## config.mk

```make
export PLATFORM = sky130hd
export DESIGN_NAME = sdCardCmd
export DESIGN_NICKNAME = d
export VERILOG_FILES = /design/src/sdCardPkg.sv /design/src/sdCardCmd.sv /design/src/sdCardState.sv /design/src/sdCmdReceiver.sv /design/src/sdRespBuilder.sv /design/src/sdRespSender.sv
export SDC_FILE = /design/constraint.sdc
export NUM_CORES = 1
export LEC_CHECK = 0
export ABC_AREA = 1
export ABC_CLOCK_PERIOD_IN_PS = 9300
export BUFFER_PORTS_ARGS = -buffer_cell sky130_fd_sc_hd__clkbuf_2
export CAP_MARGIN = 20
export CELL_PAD_IN_SITES_DETAIL_PLACEMENT = 0
export CELL_PAD_IN_SITES_GLOBAL_PLACEMENT = 2
export CORE_ASPECT_RATIO = 0.5
export CORE_MARGIN = 10
export CORE_UTILIZATION = 46
export CTS_CLUSTER_SIZE = 28
export DETAILED_ROUTE_END_ITERATION = 10
export HOLD_SLACK_MARGIN = 0.05
export PLACE_DENSITY = 0.9
export RECOVER_POWER = 25
export SLEW_MARGIN = 0
export SYNTH_ARGS = -nofsm -noshare
export SYNTH_HDL_FRONTEND = slang
export SYNTH_SLANG_ARGS = --single-unit
```

## constraint.sdc

```tcl
create_clock -name clk -period 9.3 [get_ports clk]
set_input_delay 0.93 -clock clk [delete_from_list [all_inputs] [get_ports clk]]
set_output_delay 0.93 -clock clk [all_outputs]
set_load 0.02 [all_outputs]
```

## src/sdCardPkg.sv

```systemverilog
package sdCardPkg;

    // ========================================================================
    // Frame geometry
    // ========================================================================
    localparam int CMD_BITS       = 48;
    localparam int LONG_RESP_BITS = 136;
    // Start, transmission, index and argument fall under the CRC7
    localparam int CRC_COVER_BITS = 40;
    // Idle cycles between taking a response and driving CMD
    localparam int RESP_GAP       = 2;

    typedef logic [5:0]                cmdIndexT;
    typedef logic [31:0]               cmdArgT;
    typedef logic [6:0]                crc7T;
    typedef logic [LONG_RESP_BITS-1:0] respBitsT;

    typedef enum logic [1:0] {
        respShortCrc,
        respShortNoCrc,
        respLong
    } respKindT;

    // Encodings as reported in CURRENT_STATE
    typedef enum logic [3:0] {
        cardIdle  = 4'd0,
        cardReady = 4'd1,
        cardIdent = 4'd2,
        cardStby  = 4'd3,
        cardTran  = 4'd4
    } cardStateT;

    // ========================================================================
    // Commands and card constants
    // ========================================================================
    localparam cmdIndexT CMD_GO_IDLE       = 6'd0;
    localparam cmdIndexT CMD_ALL_SEND_CID  = 6'd2;
    localparam cmdIndexT CMD_SEND_RCA      = 6'd3;
    localparam cmdIndexT CMD_SELECT        = 6'd7;
    localparam cmdIndexT CMD_SEND_IF_COND  = 6'd8;
    localparam cmdIndexT CMD_APP           = 6'd55;
    localparam cmdIndexT ACMD_SEND_OP_COND = 6'd41;
    // Index field of R2 and R3
    localparam cmdIndexT RESP_RSVD_INDEX   = 6'h3F;

    localparam logic [15:0]  CARD_RCA = 16'hAAAA;
    localparam logic [127:0] CARD_CID = 128'h0353_4453_5231_3238_808b_b79d_6601_4677;
    localparam logic [30:0]  CARD_OCR = 31'h00FF_8080;

    localparam int INIT_BUSY_POLLS = 2;
    localparam int POLL_CNT_BITS   = $clog2(INIT_BUSY_POLLS + 1);

    // Card status bits
    localparam int ST_COM_CRC_ERROR   = 23;
    localparam int ST_ILLEGAL_COMMAND = 22;
    localparam int ST_STATE_LSB       = 9;
    localparam int ST_READY_FOR_DATA  = 8;
    localparam int ST_APP_CMD         = 5;

    // One bit of CRC7, x^7 + x^3 + 1
    function automatic crc7T crc7Step(crc7T crc, logic bitIn);
        logic fb;
        fb = bitIn ^ crc[6];
        return {crc[5:3], crc[2] ^ fb, crc[1:0], fb};
    endfunction

endpackage

```

## src/sdCardCmd.sv

```systemverilog
`timescale 1ns/1ps

module sdCardCmd import sdCardPkg::*; (
    input  logic clk,
    input  logic rst_,
    input  logic cmdIn,
    output logic cmdOut,
    output logic cmdOe
);

    logic     cmdReq;
    logic     cmdAck;
    cmdIndexT cmdIndex;
    cmdArgT   cmdArg;
    logic     crcErr;
    logic     cmdLegal;
    logic     respNeeded;
    cmdArgT   cardStatus;
    logic     opReady;
    logic     cmdCommit;
    logic     respReq;
    logic     respAck;
    respBitsT respBits;
    respKindT respKind;

    sdCmdReceiver receiver (
        .clk      (clk),
        .rst_     (rst_),
        .cmdIn    (cmdIn),
        .cmdAck   (cmdAck),
        .cmdReq   (cmdReq),
        .cmdIndex (cmdIndex),
        .cmdArg   (cmdArg),
        .crcErr   (crcErr)
    );

    // Card state only feeds the status word here
    sdCardState cardFsm (
        .clk        (clk),
        .rst_       (rst_),
        .cmdIndex   (cmdIndex),
        .cmdArg     (cmdArg),
        .cmdCommit  (cmdCommit),
        .crcErr     (crcErr),
        .cmdLegal   (cmdLegal),
        .respNeeded (respNeeded),
        .cardState  (),
        .cardStatus (cardStatus),
        .opReady    (opReady)
    );

    sdRespBuilder builder (
        .clk        (clk),
        .rst_       (rst_),
        .cmdReq     (cmdReq),
        .cmdIndex   (cmdIndex),
        .cmdArg     (cmdArg),
        .cmdLegal   (cmdLegal),
        .respNeeded (respNeeded),
        .cardStatus (cardStatus),
        .opReady    (opReady),
        .respAck    (respAck),
        .cmdAck     (cmdAck),
        .cmdCommit  (cmdCommit),
        .respReq    (respReq),
        .respBits   (respBits),
        .respKind   (respKind)
    );

    sdRespSender sender (
        .clk      (clk),
        .rst_     (rst_),
        .respReq  (respReq),
        .respBits (respBits),
        .respKind (respKind),
        .respAck  (respAck),
        .cmdOut   (cmdOut),
        .cmdOe    (cmdOe)
    );

endmodule

```

## src/sdCardState.sv

```systemverilog
`timescale 1ns/1ps

module sdCardState import sdCardPkg::*; (
    input  logic      clk,
    input  logic      rst_,
    input  cmdIndexT  cmdIndex,
    input  cmdArgT    cmdArg,
    input  logic      cmdCommit,
    input  logic      crcErr,
    output logic      cmdLegal,
    output logic      respNeeded,
    output cardStateT cardState,
    output cmdArgT    cardStatus,
    output logic      opReady
);

    logic                     appCmd;
    logic                     crcErrFlag;
    logic                     illegalFlag;
    logic [POLL_CNT_BITS-1:0] pollCnt;
    logic                     rcaMatch;
    logic                     isAcmd41;

    assign rcaMatch = (cmdArg[31:16] == CARD_RCA);
    assign isAcmd41 = appCmd && (cmdIndex == ACMD_SEND_OP_COND);
    assign opReady  = (pollCnt == POLL_CNT_BITS'(INIT_BUSY_POLLS));

    // ========================================================================
    // Legality of the command on cmdIndex
    // ========================================================================
    always_comb begin
        cmdLegal   = 1'b0;
        respNeeded = 1'b1;
        if (isAcmd41) begin
            cmdLegal = (cardState == cardIdle);
        end else begin
            case (cmdIndex)
                CMD_GO_IDLE: begin
                    cmdLegal   = 1'b1;
                    respNeeded = 1'b0;
                end
                CMD_ALL_SEND_CID: cmdLegal = (cardState == cardReady);
                CMD_SEND_RCA:     cmdLegal = (cardState == cardIdent) || (cardState == cardStby);
                CMD_SELECT: begin
                    cmdLegal   = (cardState == cardStby);
                    // Another card's RCA, stay quiet
                    respNeeded = rcaMatch;
                end
                CMD_SEND_IF_COND, CMD_APP: cmdLegal = 1'b1;
                default: cmdLegal = 1'b0;
            endcase
        end
        if (!cmdLegal) respNeeded = 1'b0;
    end

    // Status as seen when the command arrived
    always_comb begin
        cardStatus                     = '0;
        cardStatus[ST_COM_CRC_ERROR]   = crcErrFlag;
        cardStatus[ST_ILLEGAL_COMMAND] = illegalFlag;
        cardStatus[ST_STATE_LSB +: 4]  = cardState;
        cardStatus[ST_READY_FOR_DATA]  = 1'b1;
        cardStatus[ST_APP_CMD]         = appCmd || (cmdIndex == CMD_APP);
    end

    always_ff @(posedge clk) begin
        if (!rst_) begin
            cardState   <= cardIdle;
            appCmd      <= 1'b0;
            crcErrFlag  <= 1'b0;
            illegalFlag <= 1'b0;
            pollCnt     <= '0;
        end else begin
            if (cmdCommit) begin
                appCmd <= cmdLegal && (cmdIndex == CMD_APP);
                if (!cmdLegal) begin
                    illegalFlag <= 1'b1;
                end else if (cmdIndex == CMD_GO_IDLE) begin
                    cardState   <= cardIdle;
                    crcErrFlag  <= 1'b0;
                    illegalFlag <= 1'b0;
                    pollCnt     <= '0;
                end else begin
                    // Flags go out with this response
                    if (respNeeded) begin
                        crcErrFlag  <= 1'b0;
                        illegalFlag <= 1'b0;
                    end
                    if (isAcmd41) begin
                        if (opReady) cardState <= cardReady;
                        else pollCnt <= pollCnt + 1'b1;
                    end else begin
                        case (cmdIndex)
                            CMD_ALL_SEND_CID: cardState <= cardIdent;
                            CMD_SEND_RCA:     cardState <= cardStby;
                            CMD_SELECT:       if (rcaMatch) cardState <= cardTran;
                            default:          cardState <= cardState;
                        endcase
                    end
                end
            end
            if (crcErr) crcErrFlag <= 1'b1;
        end
    end

endmodule

```

## src/sdCmdReceiver.sv

```systemverilog
`timescale 1ns/1ps

module sdCmdReceiver import sdCardPkg::*; (
    input  logic     clk,
    input  logic     rst_,
    input  logic     cmdIn,
    input  logic     cmdAck,
    output logic     cmdReq,
    output cmdIndexT cmdIndex,
    output cmdArgT   cmdArg,
    output logic     crcErr
);

    typedef enum logic [1:0] {
        rxIdle,
        rxShift,
        rxCheck,
        rxHold
    } rxStateT;

    rxStateT             rxState;
    logic [CMD_BITS-1:0] frame;
    logic [5:0]          bitCnt;
    crc7T                crc;
    logic                startSeen;
    logic                crcOk;
    logic                framingOk;

    // No start bit hunting while a handshake is still open
    assign startSeen = (rxState == rxIdle) && !cmdAck && !cmdIn;

    // Fields are taken straight from the frame, parked while cmdReq is up
    assign cmdIndex = frame[45:40];
    assign cmdArg   = frame[39:8];

    assign crcOk     = (frame[7:1] == crc);
    assign framingOk = !frame[47] && frame[46] && frame[0];

    always_ff @(posedge clk) begin
        if (startSeen || rxState == rxShift) begin
            frame <= {frame[CMD_BITS-2:0], cmdIn};
        end
    end

    always_ff @(posedge clk) begin
        if (!rst_) begin
            rxState <= rxIdle;
            cmdReq  <= 1'b0;
            crcErr  <= 1'b0;
            bitCnt  <= '0;
            crc     <= '0;
        end else begin
            crcErr <= 1'b0;
            case (rxState)
                rxIdle: begin
                    if (startSeen) begin
                        bitCnt  <= 6'd1;
                        crc     <= crc7Step('0, cmdIn);
                        rxState <= rxShift;
                    end
                end
                rxShift: begin
                    bitCnt <= bitCnt + 1'b1;
                    if (bitCnt < 6'(CRC_COVER_BITS)) crc <= crc7Step(crc, cmdIn);
                    // End bit lands on this edge
                    if (bitCnt == 6'(CMD_BITS - 1)) rxState <= rxCheck;
                end
                rxCheck: begin
                    if (framingOk && crcOk) begin
                        cmdReq  <= 1'b1;
                        rxState <= rxHold;
                    end else begin
                        crcErr  <= !crcOk;
                        rxState <= rxIdle;
                    end
                end
                rxHold: begin
                    if (cmdAck) begin
                        cmdReq  <= 1'b0;
                        rxState <= rxIdle;
                    end
                end
                default: rxState <= rxIdle;
            endcase
        end
    end

endmodule

```

## src/sdRespBuilder.sv

```systemverilog
`timescale 1ns/1ps

module sdRespBuilder import sdCardPkg::*; (
    input  logic     clk,
    input  logic     rst_,
    input  logic     cmdReq,
    input  cmdIndexT cmdIndex,
    input  cmdArgT   cmdArg,
    input  logic     cmdLegal,
    input  logic     respNeeded,
    input  cmdArgT   cardStatus,
    input  logic     opReady,
    input  logic     respAck,
    output logic     cmdAck,
    output logic     cmdCommit,
    output logic     respReq,
    output respBitsT respBits,
    output respKindT respKind
);

    typedef enum logic [2:0] {
        bIdle,
        bNoResp,
        bRespWait,
        bRespDrop,
        bAckWait
    } bStateT;

    bStateT      bState;
    respBitsT    packBits;
    respKindT    packKind;
    logic [15:0] condStatus;
    logic        sendResp;

    // Short frame left aligned, CRC field and end bit preset to ones
    function automatic respBitsT shortFrame(cmdIndexT idx, cmdArgT arg);
        return {2'b00, idx, arg, 8'hFF, {(LONG_RESP_BITS - CMD_BITS){1'b1}}};
    endfunction

    assign sendResp   = cmdLegal && respNeeded;
    // R6 condensed status, bits 23, 22, 19 and 12..0
    assign condStatus = {cardStatus[ST_COM_CRC_ERROR], cardStatus[ST_ILLEGAL_COMMAND],
                         cardStatus[19], cardStatus[12:0]};

    always_comb begin
        packKind = respShortCrc;
        case (cmdIndex)
            CMD_ALL_SEND_CID: begin
                packBits = {2'b00, RESP_RSVD_INDEX, CARD_CID};
                packKind = respLong;
            end
            CMD_SEND_RCA:     packBits = shortFrame(cmdIndex, {CARD_RCA, condStatus});
            CMD_SEND_IF_COND: packBits = shortFrame(cmdIndex, {20'd0, cmdArg[11:0]});
            ACMD_SEND_OP_COND: begin
                packBits = shortFrame(RESP_RSVD_INDEX, {opReady, CARD_OCR});
                packKind = respShortNoCrc;
            end
            // R1
            default: packBits = shortFrame(cmdIndex, cardStatus);
        endcase
    end

    always_ff @(posedge clk) begin
        if (bState == bIdle && cmdReq && sendResp) begin
            respBits <= packBits;
            respKind <= packKind;
        end
    end

    always_ff @(posedge clk) begin
        if (!rst_) begin
            bState    <= bIdle;
            cmdAck    <= 1'b0;
            cmdCommit <= 1'b0;
            respReq   <= 1'b0;
        end else begin
            cmdCommit <= 1'b0;
            case (bState)
                bIdle: begin
                    if (cmdReq) begin
                        respReq <= sendResp;
                        bState  <= sendResp ? bRespWait : bNoResp;
                    end
                end
                bNoResp: begin
                    cmdAck    <= 1'b1;
                    cmdCommit <= 1'b1;
                    bState    <= bAckWait;
                end
                bRespWait: begin
                    if (respAck) begin
                        respReq <= 1'b0;
                        bState  <= bRespDrop;
                    end
                end
                bRespDrop: begin
                    if (!respAck) begin
                        cmdAck    <= 1'b1;
                        cmdCommit <= 1'b1;
                        bState    <= bAckWait;
                    end
                end
                bAckWait: begin
                    if (!cmdReq) begin
                        cmdAck <= 1'b0;
                        bState <= bIdle;
                    end
                end
                default: bState <= bIdle;
            endcase
        end
    end

endmodule

```

## src/sdRespSender.sv

```systemverilog
`timescale 1ns/1ps

module sdRespSender import sdCardPkg::*; (
    input  logic     clk,
    input  logic     rst_,
    input  logic     respReq,
    input  respBitsT respBits,
    input  respKindT respKind,
    output logic     respAck,
    output logic     cmdOut,
    output logic     cmdOe
);

    typedef enum logic [1:0] {
        sIdle,
        sSend,
        sAck
    } sStateT;

    sStateT     sState;
    respBitsT   shiftReg;
    logic [7:0] bitCnt;
    logic [7:0] frameLen;
    logic [3:0] gapCnt;
    crc7T       crc;
    logic       crcField;
    logic       nextBit;

    // respKind is held by the builder for the whole handshake
    assign frameLen = (respKind == respLong) ? 8'(LONG_RESP_BITS) : 8'(CMD_BITS);
    assign crcField = (respKind == respShortCrc) && (bitCnt >= 8'(CRC_COVER_BITS));

    always_comb begin
        if (!crcField) nextBit = shiftReg[LONG_RESP_BITS-1];
        else if (bitCnt == 8'(CMD_BITS - 1)) nextBit = 1'b1;
        else nextBit = crc[6];
    end

    always_ff @(posedge clk) begin
        if (sState == sIdle && respReq) shiftReg <= respBits;
        else if (sState == sSend && gapCnt == '0) shiftReg <= shiftReg << 1;
    end

    always_ff @(posedge clk) begin
        if (!rst_) begin
            sState  <= sIdle;
            respAck <= 1'b0;
            cmdOut  <= 1'b1;
            cmdOe   <= 1'b0;
            bitCnt  <= '0;
            gapCnt  <= '0;
            crc     <= '0;
        end else begin
            case (sState)
                sIdle: begin
                    if (respReq) begin
                        gapCnt <= 4'(RESP_GAP - 1);
                        bitCnt <= '0;
                        crc    <= '0;
                        sState <= sSend;
                    end
                end
                sSend: begin
                    if (gapCnt != '0) begin
                        gapCnt <= gapCnt - 1'b1;
                    end else if (bitCnt == frameLen) begin
                        cmdOe   <= 1'b0;
                        cmdOut  <= 1'b1;
                        respAck <= 1'b1;
                        sState  <= sAck;
                    end else begin
                        cmdOe  <= 1'b1;
                        cmdOut <= nextBit;
                        bitCnt <= bitCnt + 1'b1;
                        // Accumulate, then shift the remainder out
                        if (bitCnt < 8'(CRC_COVER_BITS)) crc <= crc7Step(crc, nextBit);
                        else crc <= {crc[5:0], 1'b0};
                    end
                end
                sAck: begin
                    if (!respReq) begin
                        respAck <= 1'b0;
                        sState  <= sIdle;
                    end
                end
                default: sState <= sIdle;
            endcase
        end
    end

endmodule

```

==> impl_metrics.ini, run 1 <==
[critical_path]
r2r-start = sender.sState[1]$_SDFFE_PN0P_
reg2regPathDepth = 5
path_class = flip-flop to flip-flop
critPathRequiredTime_ns = 9.68
cp-end-kind = flip-flop
r2r_end = sender.shiftReg[96]$_DFFE_PP_
crit_fanout = 87
critPathLaunchType = flip-flop
crit_arrival_ns = 4.49
ff2ff_setup_slack_ns = 5.19

[pwr]
power_switching_uw = 674
swShare_pct = 24.2
clkPwrFrac_pct = 35.7
powerDensity_nw_per_um2 = 231
power_mw = 2.79
p_int_mw = 2.12
peakVddDrop_v = 0.000259
p_leak_nw = 4.76
pwr-share-seq_pct = 56.1
comb_power_share_pct = 8.2

[min_path]
hp-class = flip-flop to flip-flop
worstHoldPathCells = 0
min_from = receiver.frame[21]$_DFFE_PP_
min_to = receiver.frame[22]$_DFFE_PP_

[layout]
synthToLayoutAreaGrowth_pct = 9.72
drive_gt1_share_pct = 11.5
design_area_um2 = 12100
seqCellArea_um2 = 7620
nets = 1017
fillers = 2054
diodes = 0
multiInputGateArea_um2 = 2850

[timing]
period_share_pct = 44.2
report.final.setup_viol = 0
max_slew_margin_pct = -147
worst_slack_ns = 5.19
rsz0062_at_grt = no
setup_tns_ns = 0
min_period_ns = 4.11
drv_slew = 209
finalHoldViolCount = 0
whs_ns = 0.428
fin_skew_ns = 0.0132
timing.fmax_mhz = 243
worst_pin_slew_ns = 3.70

[global_routing]
grt_pass1_vias = 6328
grt_pass1_wl_mm = 31.8
grt_max_degree = 144
grt_overflow_total = 0
grtUsageTotal_pct = 12.3
grt_antenna_before_repair = 0

[synth]
ys_seq_area_share_pct = 69.0
synth-async-reset-ratio_pct = 0
ys_ff_latch = 272
syn_area_um2 = 11000
synthDistinctLibCells = 42
syn-num-nets = 1010
ys_warn_count = 0
syn_inst = 1001
synth_edf_count = 217
synth_area_per_cell_um2 = 11.0
synth_ff_type = edfxtp_1

[clock_network]
post_cts_buffers = 0
clk_latency_ns = 0.53
clk_pin_slew_ns = 0.06
cts_buffer_depth = 3
cts_buffers = 25
root_buffer = clkbuf_16
cts_sinks = 272
cts_tree = yes
cts-resized-gates = 0
cts_hold_buf = 0
h-tree-depth = 1

[floorplanning]
num_io_pins = 5
initial_core_util_pct = 47.6
die_area_um2 = 31000
core_area_um2 = 23200
die_h_um = 130
row_count = 39
die-width_um = 239

[placement]
gp_congestion = 0.821
dpl_cell_area_um2 = 11400
port_buffers = 4
detailed_place_hpwl_mm = 11.0
preCtsSetupSlack_ns = 6.45

[detailed_routing]
vias = 6605
drc = 0
drt_wl_total_mm = 18.8
drt_iter0_drc = 763
vias_per_cell = 4.95
ant_nets = 0
wire_per_inst_um = 14.1
first_pass_iters = 5

[status]
status = finished, violations left
violations = capacitance limit, slew limit

[run]
drv_cap = 3
## worst max-delay path by stage
| stage | startpoint | to | slack [ns] | cells past startpoint |
|---|---|---|---|---|
| floorplan | sender.gapCnt[0]$_SDFFE_PN0P_ | sender.crc[2]$_SDFFE_PN0P_ | 5.97 | 12 |
| global placement | receiver.frame[45]$_DFFE_PP_ | builder.respBits[100]$_DFFE_PP_ | 6.54 | 9 |
| CTS | receiver.frame[45]$_DFFE_PP_ | builder.respBits[99]$_DFFE_PP_ | 6.43 | 9 |
| finish | sender.sState[1]$_SDFFE_PN0P_ | sender.shiftReg[96]$_DFFE_PP_ | 5.19 | 5 |
| detailed placement | receiver.frame[45]$_DFFE_PP_ | builder.respBits[100]$_DFFE_PP_ | 6.45 | 9 |
| global route | sender.sState[1]$_SDFFE_PN0P_ | sender.shiftReg[96]$_DFFE_PP_ | 4.67 | 5 |
## critical path: stages (launching register included)
cell and delay [ns]:
dfxtp_1 0.40, nor2_1 0.07, nand2_1 0.24, clkbuf_1 2.63
nand2_1 0.36, nand2_1 0.20
## state kept, by name, indices dropped and copies added, names as in the netlist, 2 cells and up
name	flops
receiver.crc	7
builder.bState	3
receiver.rxState	2
sender.shiftReg	136
sender.bitCnt	8
cardFsm.cardState	3
builder.respBits	31
sender.crc	7
sender.sState	2
cardFsm.pollCnt	2
sender.gapCnt	4
builder.respKind	2
receiver.bitCnt	6
receiver.frame	48
## stage by stage
step           instances  utilization [%]
2_1_floorplan       1001                -
3_3_place_gp        1286             49.0
3_5_place_dp        1286             49.0
4_1_cts             1332             52.5
5_1_grt             1334             52.2
6_report            1334             52.2
## cell usage after synthesis (2+ instances only)
master | instances | area [um^2]
o21ai_0 | 23 | 115
nor3_1 | 6 | 30.0
edfxtp_1 | 217 | 6520
or2_2 | 45 | 282
o21ai_1 | 2 | 10.0
nand3_1 | 32 | 160
nand4_1 | 10 | 62.6
nand2_2 | 8 | 50.1
nand3_2 | 5 | 50.1
a31oi_1 | 2 | 12.5
buf_2 | 3 | 15.0
dfxtp_1 | 55 | 1100
o22ai_1 | 2 | 12.5
xnor2_1 | 7 | 61.3
nor2_4 | 6 | 67.6
xor2_1 | 8 | 70.1
inv_2 | 7 | 26.3
nand2_1 | 311 | 1170
ha_1 | 6 | 75.1
nand3_4 | 3 | 52.6
clkbuf_1 | 23 | 86.3
inv_1 | 92 | 345
nor2_2 | 5 | 31.3
a21oi_2 | 5 | 43.8
nor4_1 | 2 | 12.5
nor2_1 | 57 | 214
a21oi_1 | 42 | 210
buf_1 | 3 | 11.3
## kinds of logic after synthesis
logic type / Yosys count / share of synthesized area (%)
AOI/OAI and AO/OA: 84 / 4.30
xor gates and xnor gates: 15 / 1.19
and+or+nand+nor: 494 / 20.3
buffers and inverters: 130 / 4.52
DFF: 272 / 69.0
adders and majority gates: 6 / 0.680
## cell usage in the layout (no fill, tap or decap), types with 3 or more instances in the layout
master,Yosys,layout
o21ai_0,23,24
nor2_4,6,3
nand4_1,10,10
nand2_1,311,312
dfxtp_1,55,55
a21oi_2,5,4
a21oi_1,42,43
nand2_2,8,6
ha_1,6,6
or2_2,45,45
nor2_1,57,63
clkinv_2,0,5
xor2_1,8,8
clkbuf_1,23,11
nand3_2,5,3
nor3_1,6,7
xnor2_1,7,7
inv_1,92,95
clkbuf_8,0,5
inv_2,7,6
edfxtp_1,217,217
nand3_1,32,35
clkbuf_16,0,25
nor2_2,5,3
## routing by layer
| metal | vias to the layer above | part of all wire, % | track usage [%] |
|---|---|---|---|
| li1 | 3332 | - | - |
| met1 | 3158 | 54 | 18.3 |
| met2 | 81 | 42 | 17.9 |
| met3 | 34 | 2.9 | 2.48 |
| met4 | 0 | 2.0 | 3.13 |
| met5 | - | 0 | 0 |
## power groups by stage
stage,Sequential [mW],Clock (mW),Combinational [mW]
after floorplan,1.57,0,0.196
after global placement,1.59,0,0.248
after detailed placement,1.60,0,0.251
after CTS,1.57,1.03,0.253
after global routing,1.59,1.07,0.272
final,1.57,0.996,0.229
## final cells by class
type                            count  area share, %
Timing Repair Buffer               10          0.692
Inverter                          100           3.10
Multi-Input combinational cell    599           23.6
Sequential cell                   272           62.9
Tap cell                          307           3.17
Clock inverter                     10          0.620
Clock buffer                       36           5.92
Power figures use the tool's default switching activity.
==> run 2, diff against run 1 <==
- ABC_CLOCK_PERIOD_IN_PS: 9300 -> 3800
- CORE_UTILIZATION: 46 -> 43
- PLACE_DENSITY: 0.9 -> 0.86
- clock period: 9.3 -> 3.8 ns (I/O delays scaled with it)
==> run 2 against run 1 <==
Compared with the run above: highest routed layer unchanged; wire length down 0.50%; cell area up 0.19%; critical endpoint is now builder.respBits[106]$_DFFE_PP_; the run still ends with capacitance limit, slew limit left; maximum frequency up 50%; count of clock-buffer cells in the layout down 10; utilization down 4.2 points; clock power up 140%; global-route usage down 0.64 points; worst hold slack worse by 0.23 ns; non-clock buffer count unchanged; final cell count up 2.8%; critical path depth up 6.
==> impl_metrics.ini, run 2 (synthesis results as in run 1) <==
[status]
status = finished, violations left
violations = capacitance limit, slew limit

[pwr]
power_switching_mw = 1.69
peakVddDrop_v = 0.000557
swShare_pct = 24.7
pwr-share-seq_pct = 56.0
p_leak_nw = 4.73
clkPwrFrac_pct = 35.7
powerDensity_nw_per_um2 = 564
comb_power_share_pct = 8.2
p_int_mw = 5.15

[critical_path]
critPathLaunchType = flip-flop
critPathRequiredTime_ns = 3.99
critical_path.cell_chain = clkinv_1 > nor2_1 > nand2_1 > nor2_1 > nand3_2 > nand3_4 > nand2_2 > inv_2 > nand3_2 > inv_1 > buf_4
cp-startpoint = receiver.frame[43]$_DFFE_PP_
slowest_delay_ns = 0.60
path_class = flip-flop to flip-flop
reg2regPathDepth = 11
crit_fanout = 33
crit_slowest_cell = nor2_1
cp-end-kind = flip-flop
r2r-start = receiver.frame[43]$_DFFE_PP_
crit_arrival_ns = 2.92
crit_end = builder.respBits[106]$_DFFE_PP_
ff2ff_setup_slack_ns = 1.07
r2r_end = builder.respBits[106]$_DFFE_PP_

[detailed_routing]
drc = 0
ant_nets = 0
vias = 6522
drt_wl_total_mm = 18.7
drt_iter0_drc = 464
first_pass_iters = 4
wire_per_inst_um = 13.6
vias_per_cell = 4.76

[global_routing]
grt_antenna_before_repair = 0
grt_pass1_vias = 6421
grt_max_degree = 89
grt_pass1_wl_mm = 32.3
grt_overflow_total = 0
grtUsageTotal_pct = 11.6

[layout]
most-common-layout-cells = 312 x nand2_1, 217 x edfxtp_1, 92 x inv_1
top_regs = sender.shiftReg x136, receiver.frame x48, builder.respBits x31
largest_register_ffs = 136
fin_util_pct = 48.1
top_register = sender.shiftReg
nets = 1017
synthToLayoutAreaGrowth_pct = 9.92
layout_commonest_cell = nand2_1
diodes = 0
drive_gt1_share_pct = 11.5

[clock_network]
cts_tree = yes
root_buffer = clkbuf_16
h-tree-depth = 1
cts_buffers = 25
clk_latency_ns = 0.53
cts_sinks = 272
post_cts_buffers = 0
cts_hold_buf = 0
cts_buffer_depth = 3
cts-resized-gates = 0
clk_pin_slew_ns = 0.07

[placement]
port_buffers = 4
detailed_place_hpwl_mm = 11.3
gp_congestion = 0.790

[min_path]
worstHoldPathCells = 1
hp-class = input port to flip-flop

[floorplanning]
die_area_um2 = 32900
die-width_um = 247
initial_core_util_pct = 43.7
die_h_um = 133
core_area_um2 = 25200
row_count = 41
num_io_pins = 5

[timing]
worst_pin_slew_ns = 1.78
timing.fmax_mhz = 366
fin_skew_ns = 0.0156
setup_tns_ns = 0
drv_slew = 89
period_share_pct = 71.9
rsz0062_at_grt = no
finalHoldViolCount = 0
min_period_ns = 2.73
report.final.setup_viol = 0
max_slew_margin_pct = -18.4

[run]
drv_cap = 1
run 2: per-layer routing:
layer  track usage, %  vias to the layer above  wire [um]
met5                0                        -          0
met4             2.81                        0        361
met3             2.47                       27        504
met2             16.9                       55       7830
met1             17.3                     3104       9970
li1                 -                     3336          -
run 2: area by class of cell:
type	count	area, um^2
fillers	2355	13100
repair buffers	10	66.3
well taps	344	430
clock buffers	26	629
multi-input cells	599	2850
inverters	100	375
clock inverters	20	165
flip-flops and latches	272	7620
run 2: power by group through the flow:
stage | clock network, mW | registers, mW | logic, mW
4_1_cts | 2.51 | 3.85 | 0.620
3_3_place_gp | 0 | 3.90 | 0.608
5_1_grt | 2.65 | 3.89 | 0.666
6_report | 2.44 | 3.83 | 0.563
2_1_floorplan | 0 | 3.84 | 0.479
3_5_place_dp | 0 | 3.91 | 0.619
run 2: worst min path at each step:
stage | from | endpoint | slack, ns
floorplan | receiver.frame[20]$_DFFE_PP_ | receiver.frame[21]$_DFFE_PP_ | 0.40
global placement | receiver.frame[21]$_DFFE_PP_ | receiver.frame[22]$_DFFE_PP_ | 0.41
detailed placement | receiver.frame[23]$_DFFE_PP_ | receiver.frame[24]$_DFFE_PP_ | 0.41
CTS | cmdIn | receiver.frame[0]$_DFFE_PP_ | 0.12
global route | cmdIn | receiver.frame[0]$_DFFE_PP_ | 0.21
finish | cmdIn | receiver.frame[0]$_DFFE_PP_ | 0.20
run 2: through the flow:
| stage | instances | hold slack (ns) | cell area, um^2 | power [mW] | setup slack, ns |
|---|---|---|---|---|---|
| 6_report | 1371 | 0.199 | 12100 | 6.84 | 1.07 |
| 2_1_floorplan | 1001 | 0.400 | 11000 | 4.32 | 0.466 |
| 3_5_place_dp | 1325 | 0.408 | 11400 | 4.53 | 1.39 |
| 4_1_cts | 1371 | 0.117 | 12200 | 6.99 | 1.36 |
| 3_3_place_gp | 1325 | 0.406 | 11400 | 4.50 | 1.44 |
| 5_1_grt | 1371 | 0.208 | 12100 | 7.20 | 0.740 |
run 2: worst max-delay path: cells and delay by family, from the launching register on:
| family | cells | cell delay [ns] |
|---|---|---|
| buffers and inverters | 4 | 0.57 |
| flip-flops | 1 | 0.42 |
| AND/OR/NAND/NOR | 7 | 1.38 |
==> run 3, diff against run 2 <==
- ABC_CLOCK_PERIOD_IN_PS: 3800 -> 2630
- clock period: 3.8 -> 2.63 ns (I/O delays scaled with it)
==> run 3 against run 2 <==
Compared with the run above: wire length rose by 1.2%; via count barely moved; setup slack got worse by 0.68 ns; critical path depth fell by 1; the flow now finishes without violations; maximum frequency rose by 22%.
==> impl_metrics.ini, run 3 (synthesis results as in run 1) <==
[timing]
worst_pin_slew_ns = 0.835
fin_skew_ns = 0.0195
max_slew_margin_pct = 44.3
setup_tns_ns = 0
period_share_pct = 85.4
min_period_ns = 2.25
finalHoldViolCount = 0
timing.fmax_mhz = 445
drv_slew = 0
rsz0062_at_grt = no
report.final.setup_viol = 0

[floorplanning]
row_count = 41
core_area_um2 = 25200
die_area_um2 = 32900
initial_core_util_pct = 43.7
die_h_um = 133
die-width_um = 247
num_io_pins = 5

[detailed_routing]
vias_per_cell = 4.74
vias = 6528
wire_per_inst_um = 13.7
first_pass_iters = 5
drt_wl_total_mm = 18.9
ant_nets = 0
drt_iter0_drc = 505
drc = 0

[layout]
layout_commonest_cell = nand2_1
drive_gt1_share_pct = 12.5
diodes = 0
top_register = sender.shiftReg
most-common-layout-cells = 312 x nand2_1, 217 x edfxtp_1, 92 x inv_1
fin_util_pct = 48.6
nets = 1022
largest_register_ffs = 136
top_regs = sender.shiftReg x136, receiver.frame x48, builder.respBits x31
synthToLayoutAreaGrowth_pct = 11.1
fillers = 2325

[critical_path]
path_buf_inv = 3
crit_slowest_cell = edfxtp_1
r2r-start = receiver.frame[45]$_DFFE_PP_
crit_arrival_ns = 2.46
path_common_cell = nand3_2
slowest_delay_ns = 0.49
cp-end-kind = flip-flop
critPathTopFamily = simple AND/OR/NAND/NOR gates
critPathLaunchType = flip-flop
ff2ff_setup_slack_ns = 0.38
critPathRequiredTime_ns = 2.85
reg2regPathDepth = 10
critical_path.cell_chain = nor2_4 > nand3_2 > nand3_1 > nor2_2 > nand3_4 > nand2_2 > inv_2 > nand3_2 > inv_1 > buf_12
r2r_end = builder.respBits[121]$_DFFE_PP_
crit_fanout = 33
path_class = flip-flop to flip-flop

[clock_network]
cts_sinks = 272
root_buffer = clkbuf_16
h-tree-depth = 1
cts_buffers = 25
cts_buffer_depth = 3
clk_latency_ns = 0.54
cts_tree = yes
post_cts_buffers = 0
clk_pin_slew_ns = 0.07

[placement]
detailed_place_hpwl_mm = 11.6
port_buffers = 4
gp_congestion = 0.781

[min_path]
min_from = rst_
hp-class = input port to flip-flop
min_to = sender.cmdOut$_SDFFE_PN1P_
worstHoldPathCells = 2

[global_routing]
grt_pass1_wl_mm = 32.7
grtUsageTotal_pct = 11.8
grt_antenna_before_repair = 0
grt_max_degree = 73
grt_pass1_vias = 6499
grt_overflow_total = 0

[pwr]
peakVddDrop_v = 0.000467
powerDensity_nw_per_um2 = 806
p_leak_nw = 4.79

[run]
drv_cap = 0

[status]
status = complete, no violations
-- run 3: cell types whose count changed in the layout (fill, tap and decap cells not counted), moves of 2 or more --
cell | before | now
buf_12 | 1 | 5
nor2_1 | 64 | 60
clkinv_1 | 9 | 6
nand3_1 | 35 | 32
nor2_4 | 2 | 5
clkbuf_1 | 6 | 8
clkinv_4 | 2 | 0
clkinvlp_2 | 0 | 2
clkinvlp_4 | 3 | 1
nand3_2 | 3 | 5
-- run 3: repair_timing --
item,CTS,global route
gates resized for setup,0,0
hold endpoints to repair,1,0
hold buffers,1,0
-- run 3: per-layer routing --
layer / share of wire (%) / GRT usage [%] / vias up / wire [um]
li1: - / - / 3339 / -
met1: 53 / 17.4 / 3104 / 9920
met2: 43 / 17.4 / 59 / 8040
met3: 3.1 / 2.43 / 26 / 584
met4: 1.8 / 2.85 / 0 / 334
met5: 0 / 0 / - / 0
-- run 3: cell type report --
type	count	area, um^2	share of cell area (%)
multi-input cells	599	2910	23.7
flip-flops and latches	272	7620	62.2
inverters	100	375	3.06
well taps	344	430	3.51
repair buffers	15	161	1.32
clock buffers	30	644	5.26
clock inverters	16	118	0.960
-- run 3: how the worst max path moves through the flow --
stage                                        from                               to  slack [ns]  depth (start not counted)
floorplan           sender.gapCnt[0]$_SDFFE_PN0P_       sender.crc[2]$_SDFFE_PN0P_        0.06                         12
global placement     receiver.frame[45]$_DFFE_PP_   builder.respBits[99]$_DFFE_PP_        0.47                         10
detailed placement   receiver.frame[45]$_DFFE_PP_  builder.respBits[101]$_DFFE_PP_        0.40                         10
CTS                  receiver.frame[45]$_DFFE_PP_  builder.respBits[121]$_DFFE_PP_        0.36                         10
global route         receiver.frame[45]$_DFFE_PP_  builder.respBits[121]$_DFFE_PP_        0.17                         10
finish               receiver.frame[45]$_DFFE_PP_  builder.respBits[121]$_DFFE_PP_        0.38                         10
-- run 3: per-stage QoR --
step	cells	total power, mW	setup slack [ns]	cell area (um^2)	hold slack [ns]
floorplan	1001	6.23	0.0600	11000	0.362
global placement	1329	6.53	0.468	11500	0.405
detailed placement	1329	6.57	0.397	11500	0.408
CTS	1376	10.0	0.362	12300	0.120
global route	1376	10.3	0.171	12300	0.134
finish	1376	9.88	0.384	12300	0.133
-- run 3: where the power goes --
part	internal, mW	leakage [nW]	switching, mW
clock network	1.86	0.370	1.57
logic	0.268	1.99	0.633
registers	5.26	2.43	0.288
total	7.38	4.79	2.50
